`src/logic/bridge_params.svh`:
```
`ifndef BRIDGE_PARAMS_SVH
`define BRIDGE_PARAMS_SVH

// bus widths
`define ADDR_W 32
`define DATA_W 32
`define STRB_W 4
`define LOCK_W 2
`define PROT_W 3

// cache line geometry
`define BLOCK_BEATS 8
`define BLOCK_W 256
`define LINE_OFFSET_W 5
`define BEAT_CNT_W 3

// transaction ids
`define READ_ID 4'h0
`define WRITE_ID 4'h1

// axi field codes
`define BURST_FIXED 2'b00
`define BURST_INCR 2'b01
`define SIZE_BYTE 3'b000
`define SIZE_HALF 3'b001
`define SIZE_WORD 3'b010
`define CACHE_NONE 4'b0000
`define CACHE_CACHEABLE 4'b1111
`define LOCK_NORMAL 2'b00
`define PROT_DATA 3'b000

`endif

```
`src/logic/axi_pkg.sv`:
```
`default_nettype none

`include "bridge_params.svh"

package axi_pkg;

    // address and data path
    typedef logic [`ADDR_W-1:0] addr_t;
    typedef logic [`DATA_W-1:0] data_t;
    typedef logic [`STRB_W-1:0] strb_t;

    // AXI3 burst control fields
    typedef logic [7:0] len_t;
    typedef logic [2:0] size_t;
    typedef logic [1:0] burst_t;
    typedef logic [3:0] cache_t;

    // read and write transactions use fixed ids
    typedef logic [3:0] id_t;

endpackage

`default_nettype wire

```
`src/logic/cache_req_pkg.sv`:
```
`default_nettype none

`include "bridge_params.svh"

package cache_req_pkg;

    // request kinds from the cache controller
    typedef enum logic [1:0] {
        REQ_NONE,
        REQ_LOAD_BLOCK,
        REQ_LOAD_WORD,
        REQ_STORE_WORD
    } req_kind_e;

    // one full line, beat 0 in the low word
    typedef logic [`BLOCK_W-1:0] block_t;

    typedef logic [`DATA_W-1:0] word_t;
    typedef logic [`STRB_W-1:0] word_en_t;

endpackage

`default_nettype wire

```
`src/logic/axi_bridge_top.sv`:
```
`timescale 1ns/1ps
`default_nettype none

`include "bridge_params.svh"

module axi_bridge_top (
    input  logic                     clk,
    input  logic                     rstn,
    // cache side
    input  cache_req_pkg::req_kind_e req,
    input  axi_pkg::addr_t           ad,
    input  cache_req_pkg::word_t     wword,
    input  cache_req_pkg::word_en_t  wword_en,
    input  cache_req_pkg::word_en_t  rword_en,
    output logic                     task_finish,
    output cache_req_pkg::block_t    rblock,
    output cache_req_pkg::word_t     rword,
    // read address
    output axi_pkg::id_t             arid,
    output axi_pkg::addr_t           araddr,
    output axi_pkg::len_t            arlen,
    output axi_pkg::size_t           arsize,
    output axi_pkg::burst_t          arburst,
    output logic [`LOCK_W-1:0]       arlock,
    output axi_pkg::cache_t          arcache,
    output logic [`PROT_W-1:0]       arprot,
    output logic                     arvalid,
    input  logic                     arready,
    // write address
    output axi_pkg::id_t             awid,
    output axi_pkg::addr_t           awaddr,
    output axi_pkg::len_t            awlen,
    output axi_pkg::size_t           awsize,
    output axi_pkg::burst_t          awburst,
    output logic [`LOCK_W-1:0]       awlock,
    output axi_pkg::cache_t          awcache,
    output logic [`PROT_W-1:0]       awprot,
    output logic                     awvalid,
    input  logic                     awready,
    // read data
    input  axi_pkg::data_t           rdata,
    input  logic                     rlast,
    input  logic                     rvalid,
    output logic                     rready,
    // write data and response
    output axi_pkg::id_t             wid,
    output axi_pkg::data_t           wdata,
    output axi_pkg::strb_t           wstrb,
    output logic                     wlast,
    output logic                     wvalid,
    input  logic                     wready,
    output logic                     bready,
    input  logic                     bvalid
);

    logic           load_start;
    logic           load_block;
    axi_pkg::addr_t load_addr;
    axi_pkg::size_t load_size;
    logic           load_done;
    logic           store_start;
    axi_pkg::addr_t store_addr;
    axi_pkg::data_t store_data;
    axi_pkg::strb_t store_strb;
    logic           store_done;

    // fields that never change
    assign arid    = `READ_ID;
    assign arlock  = `LOCK_NORMAL;
    assign arprot  = `PROT_DATA;
    assign awid    = `WRITE_ID;
    assign awlen   = '0;
    assign awsize  = `SIZE_WORD;
    assign awburst = `BURST_FIXED;
    assign awcache = `CACHE_NONE;
    assign awlock  = `LOCK_NORMAL;
    assign awprot  = `PROT_DATA;
    assign wid     = `WRITE_ID;

    request_latch request_latch_inst (
        .clk(clk),
        .rstn(rstn),
        .req(req),
        .ad(ad),
        .wword(wword),
        .wword_en(wword_en),
        .rword_en(rword_en),
        .load_done(load_done),
        .store_done(store_done),
        .load_start(load_start),
        .load_block(load_block),
        .load_addr(load_addr),
        .load_size(load_size),
        .store_start(store_start),
        .store_addr(store_addr),
        .store_data(store_data),
        .store_strb(store_strb),
        .task_finish(task_finish)
    );

    read_engine read_engine_inst (
        .clk(clk),
        .rstn(rstn),
        .load_start(load_start),
        .load_block(load_block),
        .load_addr(load_addr),
        .load_size(load_size),
        .arready(arready),
        .rdata(rdata),
        .rvalid(rvalid),
        .rlast(rlast),
        .araddr(araddr),
        .arlen(arlen),
        .arsize(arsize),
        .arburst(arburst),
        .arcache(arcache),
        .arvalid(arvalid),
        .rready(rready),
        .rblock(rblock),
        .rword(rword),
        .load_done(load_done)
    );

    write_engine write_engine_inst (
        .clk(clk),
        .rstn(rstn),
        .store_start(store_start),
        .store_addr(store_addr),
        .store_data(store_data),
        .store_strb(store_strb),
        .awready(awready),
        .wready(wready),
        .bvalid(bvalid),
        .awaddr(awaddr),
        .awvalid(awvalid),
        .wdata(wdata),
        .wstrb(wstrb),
        .wlast(wlast),
        .wvalid(wvalid),
        .bready(bready),
        .store_done(store_done)
    );

endmodule

`default_nettype wire

```
`src/logic/read_engine.sv`:
```
`timescale 1ns/1ps
`default_nettype none

`include "bridge_params.svh"

module read_engine (
    input  logic                   clk,
    input  logic                   rstn,
    input  logic                   load_start,
    input  logic                   load_block,
    input  axi_pkg::addr_t         load_addr,
    input  axi_pkg::size_t         load_size,
    input  logic                   arready,
    input  axi_pkg::data_t         rdata,
    input  logic                   rvalid,
    input  logic                   rlast,
    output axi_pkg::addr_t         araddr,
    output axi_pkg::len_t          arlen,
    output axi_pkg::size_t         arsize,
    output axi_pkg::burst_t        arburst,
    output axi_pkg::cache_t        arcache,
    output logic                   arvalid,
    output logic                   rready,
    output cache_req_pkg::block_t  rblock,
    output cache_req_pkg::word_t   rword,
    output logic                   load_done
);

    localparam int unsigned LAST_IDX = `BLOCK_BEATS - 1;

    logic [`BEAT_CNT_W-1:0] beat_cnt;
    logic beat;
    logic last_beat;

    // a beat counts only when both sides agree
    assign beat = rvalid && rready;

    // refill ends on the eighth beat or an early rlast
    assign last_beat = !load_block || rlast || (beat_cnt == LAST_IDX[`BEAT_CNT_W-1:0]);

    // address channel valid
    always_ff @(posedge clk) begin
        if (!rstn) begin
            arvalid <= 1'b0;
        end else if (load_start) begin
            arvalid <= 1'b1;
        end else if (arvalid && arready) begin
            arvalid <= 1'b0;
        end
    end

    // address fields stay stable while arvalid is high
    always_ff @(posedge clk) begin
        if (load_start) begin
            araddr <= load_addr;
            if (load_block) begin
                arlen   <= axi_pkg::len_t'(LAST_IDX);
                arsize  <= `SIZE_WORD;
                arburst <= `BURST_INCR;
                arcache <= `CACHE_CACHEABLE;
            end else begin
                arlen   <= '0;
                arsize  <= load_size;
                arburst <= `BURST_FIXED;
                arcache <= `CACHE_NONE;
            end
        end
    end

    // data channel control and beat count
    always_ff @(posedge clk) begin
        if (!rstn) begin
            rready    <= 1'b0;
            beat_cnt  <= '0;
            load_done <= 1'b0;
        end else begin
            load_done <= 1'b0;
            if (load_start) begin
                rready   <= 1'b1;
                beat_cnt <= '0;
            end else if (beat) begin
                beat_cnt <= beat_cnt + 1'b1;
                if (last_beat) begin
                    rready    <= 1'b0;
                    load_done <= 1'b1;
                end
            end
        end
    end

    // beat i lands in word i of the line
    always_ff @(posedge clk) begin
        if (beat) begin
            if (load_block) begin
                rblock[beat_cnt * `DATA_W +: `DATA_W] <= rdata;
            end else begin
                rword <= rdata;
            end
        end
    end

endmodule

`default_nettype wire

```
`src/logic/request_latch.sv`:
```
`timescale 1ns/1ps
`default_nettype none

`include "bridge_params.svh"

module request_latch (
    input  logic                     clk,
    input  logic                     rstn,
    input  cache_req_pkg::req_kind_e req,
    input  axi_pkg::addr_t           ad,
    input  cache_req_pkg::word_t     wword,
    input  cache_req_pkg::word_en_t  wword_en,
    input  cache_req_pkg::word_en_t  rword_en,
    input  logic                     load_done,
    input  logic                     store_done,
    output logic                     load_start,
    output logic                     load_block,
    output axi_pkg::addr_t           load_addr,
    output axi_pkg::size_t           load_size,
    output logic                     store_start,
    output axi_pkg::addr_t           store_addr,
    output axi_pkg::data_t           store_data,
    output axi_pkg::strb_t           store_strb,
    output logic                     task_finish
);

    logic busy;
    logic accept;
    axi_pkg::size_t word_size;

    // requests are dropped while a task is open
    assign accept = (req != cache_req_pkg::REQ_NONE) && !busy;

    // transfer size of an uncached load
    always_comb begin
        case (rword_en)
            4'b1111: word_size = `SIZE_WORD;
            4'b1100, 4'b0011: word_size = `SIZE_HALF;
            default: word_size = `SIZE_BYTE;
        endcase
    end

    always_ff @(posedge clk) begin
        if (!rstn) begin
            busy        <= 1'b0;
            load_start  <= 1'b0;
            store_start <= 1'b0;
            task_finish <= 1'b0;
        end else begin
            load_start  <= accept && (req == cache_req_pkg::REQ_LOAD_BLOCK ||
                                      req == cache_req_pkg::REQ_LOAD_WORD);
            store_start <= accept && (req == cache_req_pkg::REQ_STORE_WORD);
            task_finish <= load_done || store_done;
            if (accept) begin
                busy <= 1'b1;
            end else if (load_done || store_done) begin
                busy <= 1'b0;
            end
        end
    end

    // request payload, held until the next accepted request
    always_ff @(posedge clk) begin
        if (accept) begin
            load_block <= (req == cache_req_pkg::REQ_LOAD_BLOCK);
            if (req == cache_req_pkg::REQ_LOAD_BLOCK) begin
                // refill starts at the line boundary
                load_addr <= {ad[`ADDR_W-1:`LINE_OFFSET_W], {`LINE_OFFSET_W{1'b0}}};
                load_size <= `SIZE_WORD;
            end else begin
                load_addr <= ad;
                load_size <= word_size;
            end
            store_addr <= ad;
            store_data <= wword;
            store_strb <= wword_en;
        end
    end

endmodule

`default_nettype wire

```
`src/logic/write_engine.sv`:
```
`timescale 1ns/1ps
`default_nettype none

module write_engine (
    input  logic           clk,
    input  logic           rstn,
    input  logic           store_start,
    input  axi_pkg::addr_t store_addr,
    input  axi_pkg::data_t store_data,
    input  axi_pkg::strb_t store_strb,
    input  logic           awready,
    input  logic           wready,
    input  logic           bvalid,
    output axi_pkg::addr_t awaddr,
    output logic           awvalid,
    output axi_pkg::data_t wdata,
    output axi_pkg::strb_t wstrb,
    output logic           wlast,
    output logic           wvalid,
    output logic           bready,
    output logic           store_done
);

    logic aw_done;
    logic w_done;

    // single beat store, so every data beat is the last
    assign wlast = wvalid;

    // address and data channels finish independently
    always_ff @(posedge clk) begin
        if (!rstn) begin
            awvalid <= 1'b0;
            aw_done <= 1'b0;
            wvalid  <= 1'b0;
            w_done  <= 1'b0;
        end else if (store_start) begin
            awvalid <= 1'b1;
            aw_done <= 1'b0;
            wvalid  <= 1'b1;
            w_done  <= 1'b0;
        end else begin
            if (awvalid && awready) begin
                awvalid <= 1'b0;
                aw_done <= 1'b1;
            end
            if (wvalid && wready) begin
                wvalid <= 1'b0;
                w_done <= 1'b1;
            end
            // flags go back to idle with the response
            if (bready && bvalid) begin
                aw_done <= 1'b0;
                w_done  <= 1'b0;
            end
        end
    end

    // response channel opens once both handshakes are done
    always_ff @(posedge clk) begin
        if (!rstn) begin
            bready     <= 1'b0;
            store_done <= 1'b0;
        end else begin
            store_done <= 1'b0;
            if (bready && bvalid) begin
                bready     <= 1'b0;
                store_done <= 1'b1;
            end else if (aw_done && w_done) begin
                bready <= 1'b1;
            end
        end
    end

    // payload held stable while the valids are up
    always_ff @(posedge clk) begin
        if (store_start) begin
            awaddr <= store_addr;
            wdata  <= store_data;
            wstrb  <= store_strb;
        end
    end

endmodule

`default_nettype wire

```
`config.mk`:
```
export PLATFORM = sky130hd
export DESIGN_NAME = axi_bridge_top
export DESIGN_NICKNAME = d
export VERILOG_FILES = /design/src/logic/axi_pkg.sv /design/src/logic/cache_req_pkg.sv /design/src/logic/axi_bridge_top.sv /design/src/logic/read_engine.sv /design/src/logic/request_latch.sv /design/src/logic/write_engine.sv
export VERILOG_INCLUDE_DIRS = /design/src /design/src/logic
export SDC_FILE = /design/constraint.sdc
export NUM_CORES = 1
export LEC_CHECK = 0
export ABC_AREA = 1
export BUFFER_PORTS_ARGS = -buffer_cell sky130_fd_sc_hd__buf_2
export CAP_MARGIN = 20
export CELL_PAD_IN_SITES_DETAIL_PLACEMENT = 1
export CELL_PAD_IN_SITES_GLOBAL_PLACEMENT = 1
export CORE_MARGIN = 10
export CORE_UTILIZATION = 41
export DETAILED_ROUTE_END_ITERATION = 10
export PLACE_DENSITY_LB_ADDON = 0.1
export SETUP_SLACK_MARGIN = 0.1
export SKIP_LAST_GASP = 1
export SYNTH_ARGS = -nofsm -noshare
export SYNTH_HDL_FRONTEND = slang
export SYNTH_SLANG_ARGS = --single-unit
```
`constraint.sdc`:
```
create_clock -name clk -period 6.9 [get_ports clk]
set_input_delay 1.38 -clock clk [delete_from_list [all_inputs] [get_ports clk]]
set_output_delay 1.38 -clock clk [all_outputs]
set_load 0.01 [all_outputs]
```
Word-level counts from Yosys, hierarchy flattened

Index checks and enable logic that the tools add are counted.

Flip-flop bits (word level): 525
Input bits: 114
Output and inout port bits: 451
Word-level logic and storage cells: 93

Add/subtract/negate cells: 2
Eq/ne operators: 7
Shift-type cells: 2
Mux-type cells: 18
Bitwise logic cells: 3
Reductions and logical operators: 30

Operators with widths:

| operator                                                | number |
|---|---|
| bitwise mux 256 bit                                     | 1 |
| variable shift 32 x 34 -> 256 bit, first input constant | 1 |
| indexed part select 32 x 34 -> 256 bit                  | 1 |
| negator 8 -> 34 bit                                     | 1 |
| two-way mux 1 bit                                       | 14 |
| nonzero test 2 bit                                      | 7 |
| logical AND 1 bit                                       | 9 |
| == test 4 bit, second input constant                    | 2 |
| AND reduction 2 bit                                     | 3 |
| OR reduction 2 bit                                      | 3 |
| OR reduction 3 bit                                      | 2 |
| == test 2 bit, second input constant                    | 2 |
| == test 4 x 2 -> 1 bit, second input constant           | 1 |
| logical OR 1 bit                                        | 4 |
| two-way mux 4 bit                                       | 1 |
| case mux 2 bit (2 select lines)                         | 1 |
| adder 3 x 1 -> 3 bit, second input constant             | 1 |
| == test 3 bit, second input constant                    | 1 |
| two-way mux 3 bit                                       | 1 |
| NOT 1 bit                                               | 3 |
| == test 2 x 1 -> 1 bit, second input constant           | 1 |
| logical NOT 1 bit                                       | 2 |

Depth between registers and ports, before layout

Gate-level depths: netlist of the first run.

Depth after elaboration: 6
Depth in mapped cells: 10
Mapped depth without buffers: 7

By module

A second synthesis of the first run with hierarchy kept.

Cells, all modules: 1154
Area, all modules: 17714.5 sq um

By module, submodules not included:

| module         | instances | cells an instance | area an instance (sq um) | seq. area each (sq um) |
|---|---|---|---|---|
| read_engine    | 1         | 870               | 12394.4                  | 9849.4 |
| request_latch  | 1         | 150               | 2767.7                   | 2362.3 |
| write_engine   | 1         | 93                | 2252.2                   | 2162.1 |
| axi_bridge_top | 1         | 41                | 300.3                    | 0.0 |

Least setup slack after synthesis of the first run

No wires, ideal clock.

Kind: input -> register
From: input port req[0]
To: register request_latch_inst.busy
Setup time: 0.080 ns
Arrival: 5.373 ns
Required time: 6.820 ns
Setup slack: 1.446 ns
Cell stages on the path: 5
Buffers on the path: 0
Path through: inv_1 > ha_1 > nor2_1 > inv_1 > a21oi_1

Longest elaborated chain between the ends: 3
Elaborated cells on any way between the ends: 4
Classes of those cells: mux: 1; reduce/logical: 3

RTL lines:

| element                                                        | line                 | text |
|---|---|---|
| start: declaration                                             | axi_bridge_top.sv:10 | `input cache_req_pkg::req_kind_e req,` |
| nonzero test 2 bit *                                           | request_latch.sv:32  | `assign accept = (req != cache_req_pkg::REQ_NONE) && !busy;` |
| logical AND 1 bit *                                            | request_latch.sv:32  |  |
| named net request_latch_inst.accept                            | request_latch.sv:28  | `logic accept;` |
| two-way mux 1 bit / nonzero test 2 bit (equally long branches) | -                    |  |
| end signal: assignment                                         | request_latch.sv:45  | `busy <= 1'b0;` |
| end signal: assignment                                         | request_latch.sv:55  | `busy <= 1'b1;` |
| end signal: assignment                                         | request_latch.sv:57  | `busy <= 1'b0;` |
| end: declaration                                               | request_latch.sv:27  | `logic busy;` |

Mark *: on every way through the listed nets, which the timed path passes. The rest lies on a longest branch.
A chain may end at the register's enable or synchronous reset.

==> results of run 1 <==
-- power breakdown --
group	total (mW)	switching [mW]	internal, mW
logic	0.332	0.256	0.0762
registers	3.31	0.0235	3.29
clock network	2.56	1.11	1.45
total	6.21	1.39	4.82
-- cell families (layout without fill, tap and decap cells) --
group	count (synthesis)	in the layout
adder cells (fa/ha/maj)	8	8
other	2	48
buffers and inverters	165	682
AND/OR/NAND/NOR	451	451
flip-flops	483	483
AO/OA/AOI/OAI	14	14
-- cell usage after synthesis --
| cell type | instances |
|---|---|
| buf_6 | 9 |
| nor2_8 | 1 |
| clkbuf_1 | 11 |
| ha_1 | 8 |
| inv_4 | 2 |
| or2_2 | 2 |
| dfxtp_1 | 16 |
| nand3_2 | 1 |
| buf_1 | 1 |
| o21ai_0 | 2 |
| inv_2 | 2 |
| conb_1 | 2 |
| clkinv_1 | 1 |
| buf_4 | 55 |
| nor2_1 | 262 |
| nand3_1 | 64 |
| edfxtp_1 | 467 |
| a211oi_1 | 2 |
| inv_1 | 61 |
| buf_2 | 23 |
| nand2_4 | 2 |
| nor2_4 | 1 |
| nand2_1 | 85 |
| nand4_1 | 2 |
| a21oi_1 | 10 |
| nor2_2 | 31 |
-- worst max-delay path, delay by kind of cell (launching register included) --
family	cells	cell delay, ps
fa+ha+maj	2	610
flops	1	350
simple gates	2	1280
buf+inv	3	780
-- worst max-delay path by stage --
stage,to,slack [ps],cells past startpoint
2_1_floorplan,request_latch_inst.busy,1450,5
3_3_place_gp,read_engine_inst.rblock[108],3020,7
3_5_place_dp,read_engine_inst.rblock[77],2840,7
4_1_cts,read_engine_inst.rblock[88],2850,7
5_1_grt,read_engine_inst.rblock[230],3170,7
6_report,read_engine_inst.rblock[230],3470,7
-- layout make-up --
| class | count | area, µm² | share of cell area (%) |
|---|---|---|---|
| Antenna cell | 2 | 5.00 | 0.0229 |
| Clock buffer | 65 | 1310 | 5.98 |
| Clock inverter | 23 | 219 | 1.00 |
| Inverter | 66 | 253 | 1.16 |
| Multi-Input combinational cell | 519 | 2330 | 10.7 |
| Sequential cell | 483 | 14300 | 65.7 |
| Tap cell | 539 | 674 | 3.09 |
| Timing Repair Buffer | 528 | 2710 | 12.4 |
-- sequential cells by signal, summed over array words and instances, names as in the netlist, 4 cells and up --
signal	cells
write_engine_inst.wdata	32
request_latch_inst.store_strb	4
request_latch_inst.load_addr	5
read_engine_inst.rblock	256
write_engine_inst.wstrb	4
write_engine_inst.awaddr	32
request_latch_inst.store_data	32
read_engine_inst.rword	32
read_engine_inst.araddr	32
request_latch_inst.store_addr	32
-- per-stage QoR --
step	utilization [%]	hold WS (ps)	setup WS, ps	total power, mW
5_1_grt	52.1	422	3170	6.42
4_1_cts	52.0	417	2850	6.27
2_1_floorplan	-	400	1450	3.58
3_5_place_dp	48.3	405	2840	3.71
6_report	52.1	413	3470	6.21
3_3_place_gp	48.3	401	3020	3.69
-- metal layers --
metal  track usage (%)  vias up
li1                  -     4841
met1              26.1     5504
met2              38.7      470
met3              9.17       59
met4              5.58        4
met5                 0        -
==> impl_metrics.csv, run 1 <==
group,metric,value,unit
critical_path,slowest_delay,870,ps
finish,stdcell_count,2225,
finish,nNetsFinal,1770,
timing,fin_crit,3430,ps
outcome,status,"completed",
grt,grt_pass1_wl,82.3,mm
placed_design,place_congestion,0.829,
die,core,41900,µm²
drt,drtIter0Drc,924,
timing,worstMarginPinSlew,1050,ps
drt,viasPerCell,4.89,
hold_path,holdPathEnd,"write_engine_inst.wdata[19]",
logic_synthesis,synth_top_family_by_area,"simple AND/OR/NAND/NOR gates",
logic_synthesis,synth-simple-area-share,11.0,%
drt,wl_per_cell,26.8,µm
timing,period_share,49.7,%
logic_synthesis,synth.area.mux_share,0,%
logic_synthesis,synth.avg_cell_area,15.5,µm²
drt,vias,10900,
cts,numCtsBuffers,50,
cts,path_clk_slew,60,ps
finish,syn_to_final_growth,25.9,%
grt,grt_max_degree,70,
critical_path,critical_path_class,"register to register",
die,die_area,51000,µm²
drt,drt_drc_violations_left,0,
timing,slew_headroom,30.1,%
drt,top_layer_used,"met5",
drt,dr_wl_met3,6.55,mm
critical_path,rrSetupSlack,3470,ps
critical_path,reg2reg_depth,7,
die,row_count,75,
finish,drive_gt1_share,38.2,%
pwr,power_density,284,nW/µm²
drt,drtAntennaViolNets,0,
critical_path,cp_cell_sequence,"inv_4 -> ha_2 -> ha_1 -> buf_16 -> inv_2 -> nand3_1 -> nor2_4",
finish,final_common_cell,"buf_2",
drt,wl_met2,30.2,mm
timing,setup_viol,0,
die,die_h,226,µm
cts,htreeDepth,2,
logic_synthesis,synth_top_area_cell,"edfxtp_1",
timing,final_max_slew_viol_count,0,
critical_path,critical_path.startpoint,"read_engine_inst.beat_cnt[0]",
finish,postLayoutCellArea,21800,µm²
critical_path,regToRegStartpoint,"read_engine_inst.beat_cnt[0]",
critical_path,cp_slowest_cell,"nor2_4",
grt,antenna_found_initial,3,
job,maxCapViolCount,0,
timing,tns,0,ps
placed_design,hpwl,43.6,mm
pwr,peakVddDrop,167,µV
drt,detailedRoute.firstPassIterationCount,5,
die,die_x,226,µm
critical_path,crit_arrival,3640,ps
grt,grt_pass1_vias,11200,
placed_design,dpl.cell_count,2133,
cts,clock_sinks,483,
cts,clk_latency,590,ps
cts,clk_path_buf_depth,3,
die,ios,565,
logic_synthesis,synth_cell_types,26,
logic_synthesis,ys_ff_latch,483,
finish,layout_common_cells,"buf_2 (518), edfxtp_1 (467), nor2_1 (252)",
hold_path,hold_depth,0,
drt,wl_met1,21.9,mm
critical_path,crit_fanout,35,
logic_synthesis,synth_top_area_share,80.8,%
logic_synthesis,synthTopCellsByArea,"edfxtp_1 (81%), nor2_1 (5.7%), buf_4 (2.4%)",
hold_path,min_path_type,"register to register",
finish,fillerInstances,4277,
logic_synthesis,synth_area,17400,µm²
timing,clock.fmax,292,MHz
drt,wl,59.7,mm
cts,cts_resized,0,
grt,grt_overflow_total,0,
logic_synthesis,synth-compound-area-share,0.432,%
cts,tritoncts,"done",
timing,rsz0062_at_grt,"false",
grt,grtUsageTotal,22.7,%
logic_synthesis,synth-xor-area-share,0,%
pwr,p_leak,9.17,nW
cts,cts_root_buffer,"clkbuf_16",
logic_synthesis,synth_warnings,0,
logic_synthesis,synth_fa_ha_area_share,0.577,%
cts,cts-hold-fix-buffers,0,
placed_design,portBuffers,518,
timing,hold_violations,0,
critical_path,worstSetupEndpointType,"register",
die,start_util,41.4,%
cts,post_cts_buffers,0,
hold_path,holdCritStartpoint,"request_latch_inst.store_data[19]",
logic_synthesis,ys_seq_area_share,82.6,%
logic_synthesis,synth_cells,1123,
critical_path,startpoint_type,"register",
critical_path,cp.required,7110,ps
critical_path,crit-reg2reg-capture,"read_engine_inst.rblock[230]",
placed_design,post_dp_cell_area,20300,µm²
timing,fin_skew,11.0,ps
No activity file was read; power rests on OpenSTA's default activity.
==> inputs of run 2 (changes only) <==
ABC_AREA = 0   (was 1)
CORE_UTILIZATION = 37   (was 41)
clock period = 2.81 ns   (was 6.9 ns; I/O delays follow)
==> run 2 against run 1 <==
Compared with the run above:
- sequential share of layout area is 1.6 points lower
- critical path depth is 1 lower
- clock power grew to 2.8 times the previous value
- final cell count is 0.58% lower
- routed wire length is 0.82% higher
- setup slack worse by 3200 ps
- synthesized cell count is 6.8% lower
- register-to-register slack worse by 3200 ps
- flip-flop and latch count stayed put
- clock skew is 7.6 ps higher
- die area is 9.9% higher
- largest cell class unchanged
==> impl_metrics.csv, run 2 <==
group,metric,value,unit
critical_path,cp_slowest_cell,"or2_2",
pwr,power_frac_comb,3.7,%
finish,largest_register_ffs,256,
placed_design,dpl.cell_count,2118,
grt,antenna_found_initial,1,
placed_design,place_congestion,0.806,
pwr,clockPowerShare,44.8,%
die,die_h,237,µm
finish,final_common_cell,"buf_2",
timing,rsz0062_at_grt,"false",
logic_synthesis,synth_top_area_cell,"edfxtp_1",
logic_synthesis,synth_cell_types,38,
cts,cts_resized,0,
critical_path,startpoint_type,"register",
die,row_count,79,
timing,worstMarginPinSlew,1040,ps
finish,drive_gt1_share,40.6,%
finish,stdcell_count,2212,
finish,utilization,48.2,%
critical_path,critPathTopFamily,"simple AND/OR/NAND/NOR gates",
finish,nNetsFinal,1686,
die,start_util,37.4,%
critical_path,regToRegStartpoint,"read_engine_inst.beat_cnt[1]",
logic_synthesis,synth_area,17400,µm²
logic_synthesis,ys_ff_latch,483,
placed_design,hpwl,43.8,mm
timing,setup_viol,0,
grt,grtUsageTotal,20.6,%
drt,drt_drc_violations_left,0,
drt,viasPerCell,5.02,
logic_synthesis,synth_top_area_share,80.7,%
cts,cts-hold-fix-buffers,0,
logic_synthesis,synth.avg_cell_area,16.6,µm²
grt,grt_max_degree,73,
critical_path,path_buf_inv,2,
critical_path,cp.required,3100,ps
logic_synthesis,yosysMostFrequentCell,"edfxtp_1",
cts,post_cts_buffers,0,
hold_path,min_path_type,"input port to register",
critical_path,crit_arrival,2810,ps
die,die_area,56000,µm²
hold_path,holdCritStartpoint,"wword[15]",
die,ios,565,
finish,syn_to_final_growth,28.9,%
job,maxCapViolCount,0,
grt,grt_overflow_total,0,
cts,clk_latency,590,ps
cts,clk_path_buf_depth,3,
timing,slew_headroom,30.5,%
finish,top_register,"read_engine_inst.rblock",
cts,clock_sinks,483,
timing,final_max_slew_viol_count,0,
finish,layout_common_cells,"buf_2 (518), edfxtp_1 (467), nor3_1 (127)",
timing,fin_crit,2520,ps
timing,fin_skew,18.6,ps
critical_path,crit_fanout,33,
cts,path_clk_slew,60,ps
cts,numCtsBuffers,51,
critical_path,critical_path.startpoint,"read_engine_inst.beat_cnt[1]",
logic_synthesis,synth_warnings,0,
cts,cts_root_buffer,"clkbuf_16",
critical_path,critical_path_class,"register to register",
die,die_x,237,µm
drt,vias,11100,
pwr,power_density,704,nW/µm²
critical_path,cp_cell_sequence,"inv_1 -> ha_4 -> ha_2 -> buf_4 -> or2_2 -> nor2_1",
critical_path,slowest_delay,630,ps
logic_synthesis,synth_cells,1047,
outcome,status,"completed",
grt,grt_pass1_vias,11700,
timing,clock.fmax,397,MHz
finish,diodes,0,
cts,htreeDepth,2,
logic_synthesis,synth_ff_type,"edfxtp_1",
timing,hold-worst-slack,161,ps
logic_synthesis,ys_seq_area_share,82.6,%
pwr,sw_frac_of_total,21.0,%
critical_path,worstSetupEndpointType,"register",
placed_design,portBuffers,518,
pwr,p_sw,3.30,mW
logic_synthesis,async_reset_ff_share,0,%
drt,wl_per_cell,27.2,µm
timing,hold_violations,0,
die,core,46500,µm²
pwr,internal_power,12.5,mW
grt,grt_pass1_wl,84.9,mm
finish,fillerInstances,4746,
pwr,peakVddDrop,379,µV
logic_synthesis,synthTopCellsByArea,"edfxtp_1 (81%), nor3_1 (3.7%), nor4_1 (2.4%)",
logic_synthesis,synth_common_cells,"edfxtp_1 (467), nor3_1 (130), nor2_1 (68)",
pwr,seqPwrFrac,51.5,%
drt,drtAntennaViolNets,0,
timing,period_share,89.6,%
logic_synthesis,synth_edf_count,467,
drt,wl,60.2,mm
cts,tritoncts,"done",
pwr,p_leak,8.20,nW
drt,drtIter0Drc,856,
timing,finalWorstSetupSlack,291,ps
placed_design,post-place-ws,227,ps
drt,detailedRoute.firstPassIterationCount,4,
-- run 2: final timing paths --
kind	depth (start not counted)	end	slack, ps
hold / removal	1	request_latch_inst.store_data[15]	160
setup reg to reg	6	read_engine_inst.rblock[240]	290
hold reg to reg	0	write_engine_inst.wdata[5]	420
setup / recovery	6	read_engine_inst.rblock[240]	290
-- run 2: power groups by stage --
stage | Sequential [mW] | Combinational [mW] | Clock [mW]
after floorplan | 8.29 | 0.275 | 0
after global placement | 8.25 | 0.585 | 0
after detailed placement | 8.27 | 0.592 | 0
after CTS | 8.11 | 0.594 | 7.24
after global routing | 8.13 | 0.634 | 7.52
final | 8.11 | 0.586 | 7.07
-- run 2: layout make-up --
cell class,instances,area [µm²],share of cell area [%]
multi-input cells,443,2480,11.1
clock buffers,59,1310,5.83
well taps,607,759,3.39
repair buffers,546,2920,13.0
flip-flops and latches,483,14300,64.1
clock inverters,35,434,1.94
inverters,39,146,0.654
-- run 2: metal layers --
| layer | GRT usage, % | vias to the layer above | wire length, µm |
|---|---|---|---|
| met3 | 6.30 | 75 | 4810 |
| li1 | - | 4879 | - |
| met2 | 34.5 | 486 | 29900 |
| met5 | 0 | - | 0 |
| met1 | 25.5 | 5656 | 24000 |
| met4 | 5.42 | 0 | 1440 |
-- run 2: cells by family (layout without fill, tap and decap cells) --
kind of cell / after synthesis / count (layout) / synth area share (%)
compound gates: 22 / 22 / 0.951
fa+ha+maj: 8 / 8 / 0.576
buf+inv: 165 / 679 / 5.01
flops: 483 / 483 / 82.6
other cells: 2 / 46 / 0.0432
simple gates: 367 / 367 / 10.8
-- run 2: through the flow --
step	power, mW	setup TNS, ps	area (µm²)
floorplan	8.57	-8020	17700
global placement	8.84	0	20700
detailed placement	8.86	0	20700
CTS	15.9	0	22400
global route	16.3	0	22400
finish	15.8	0	22400
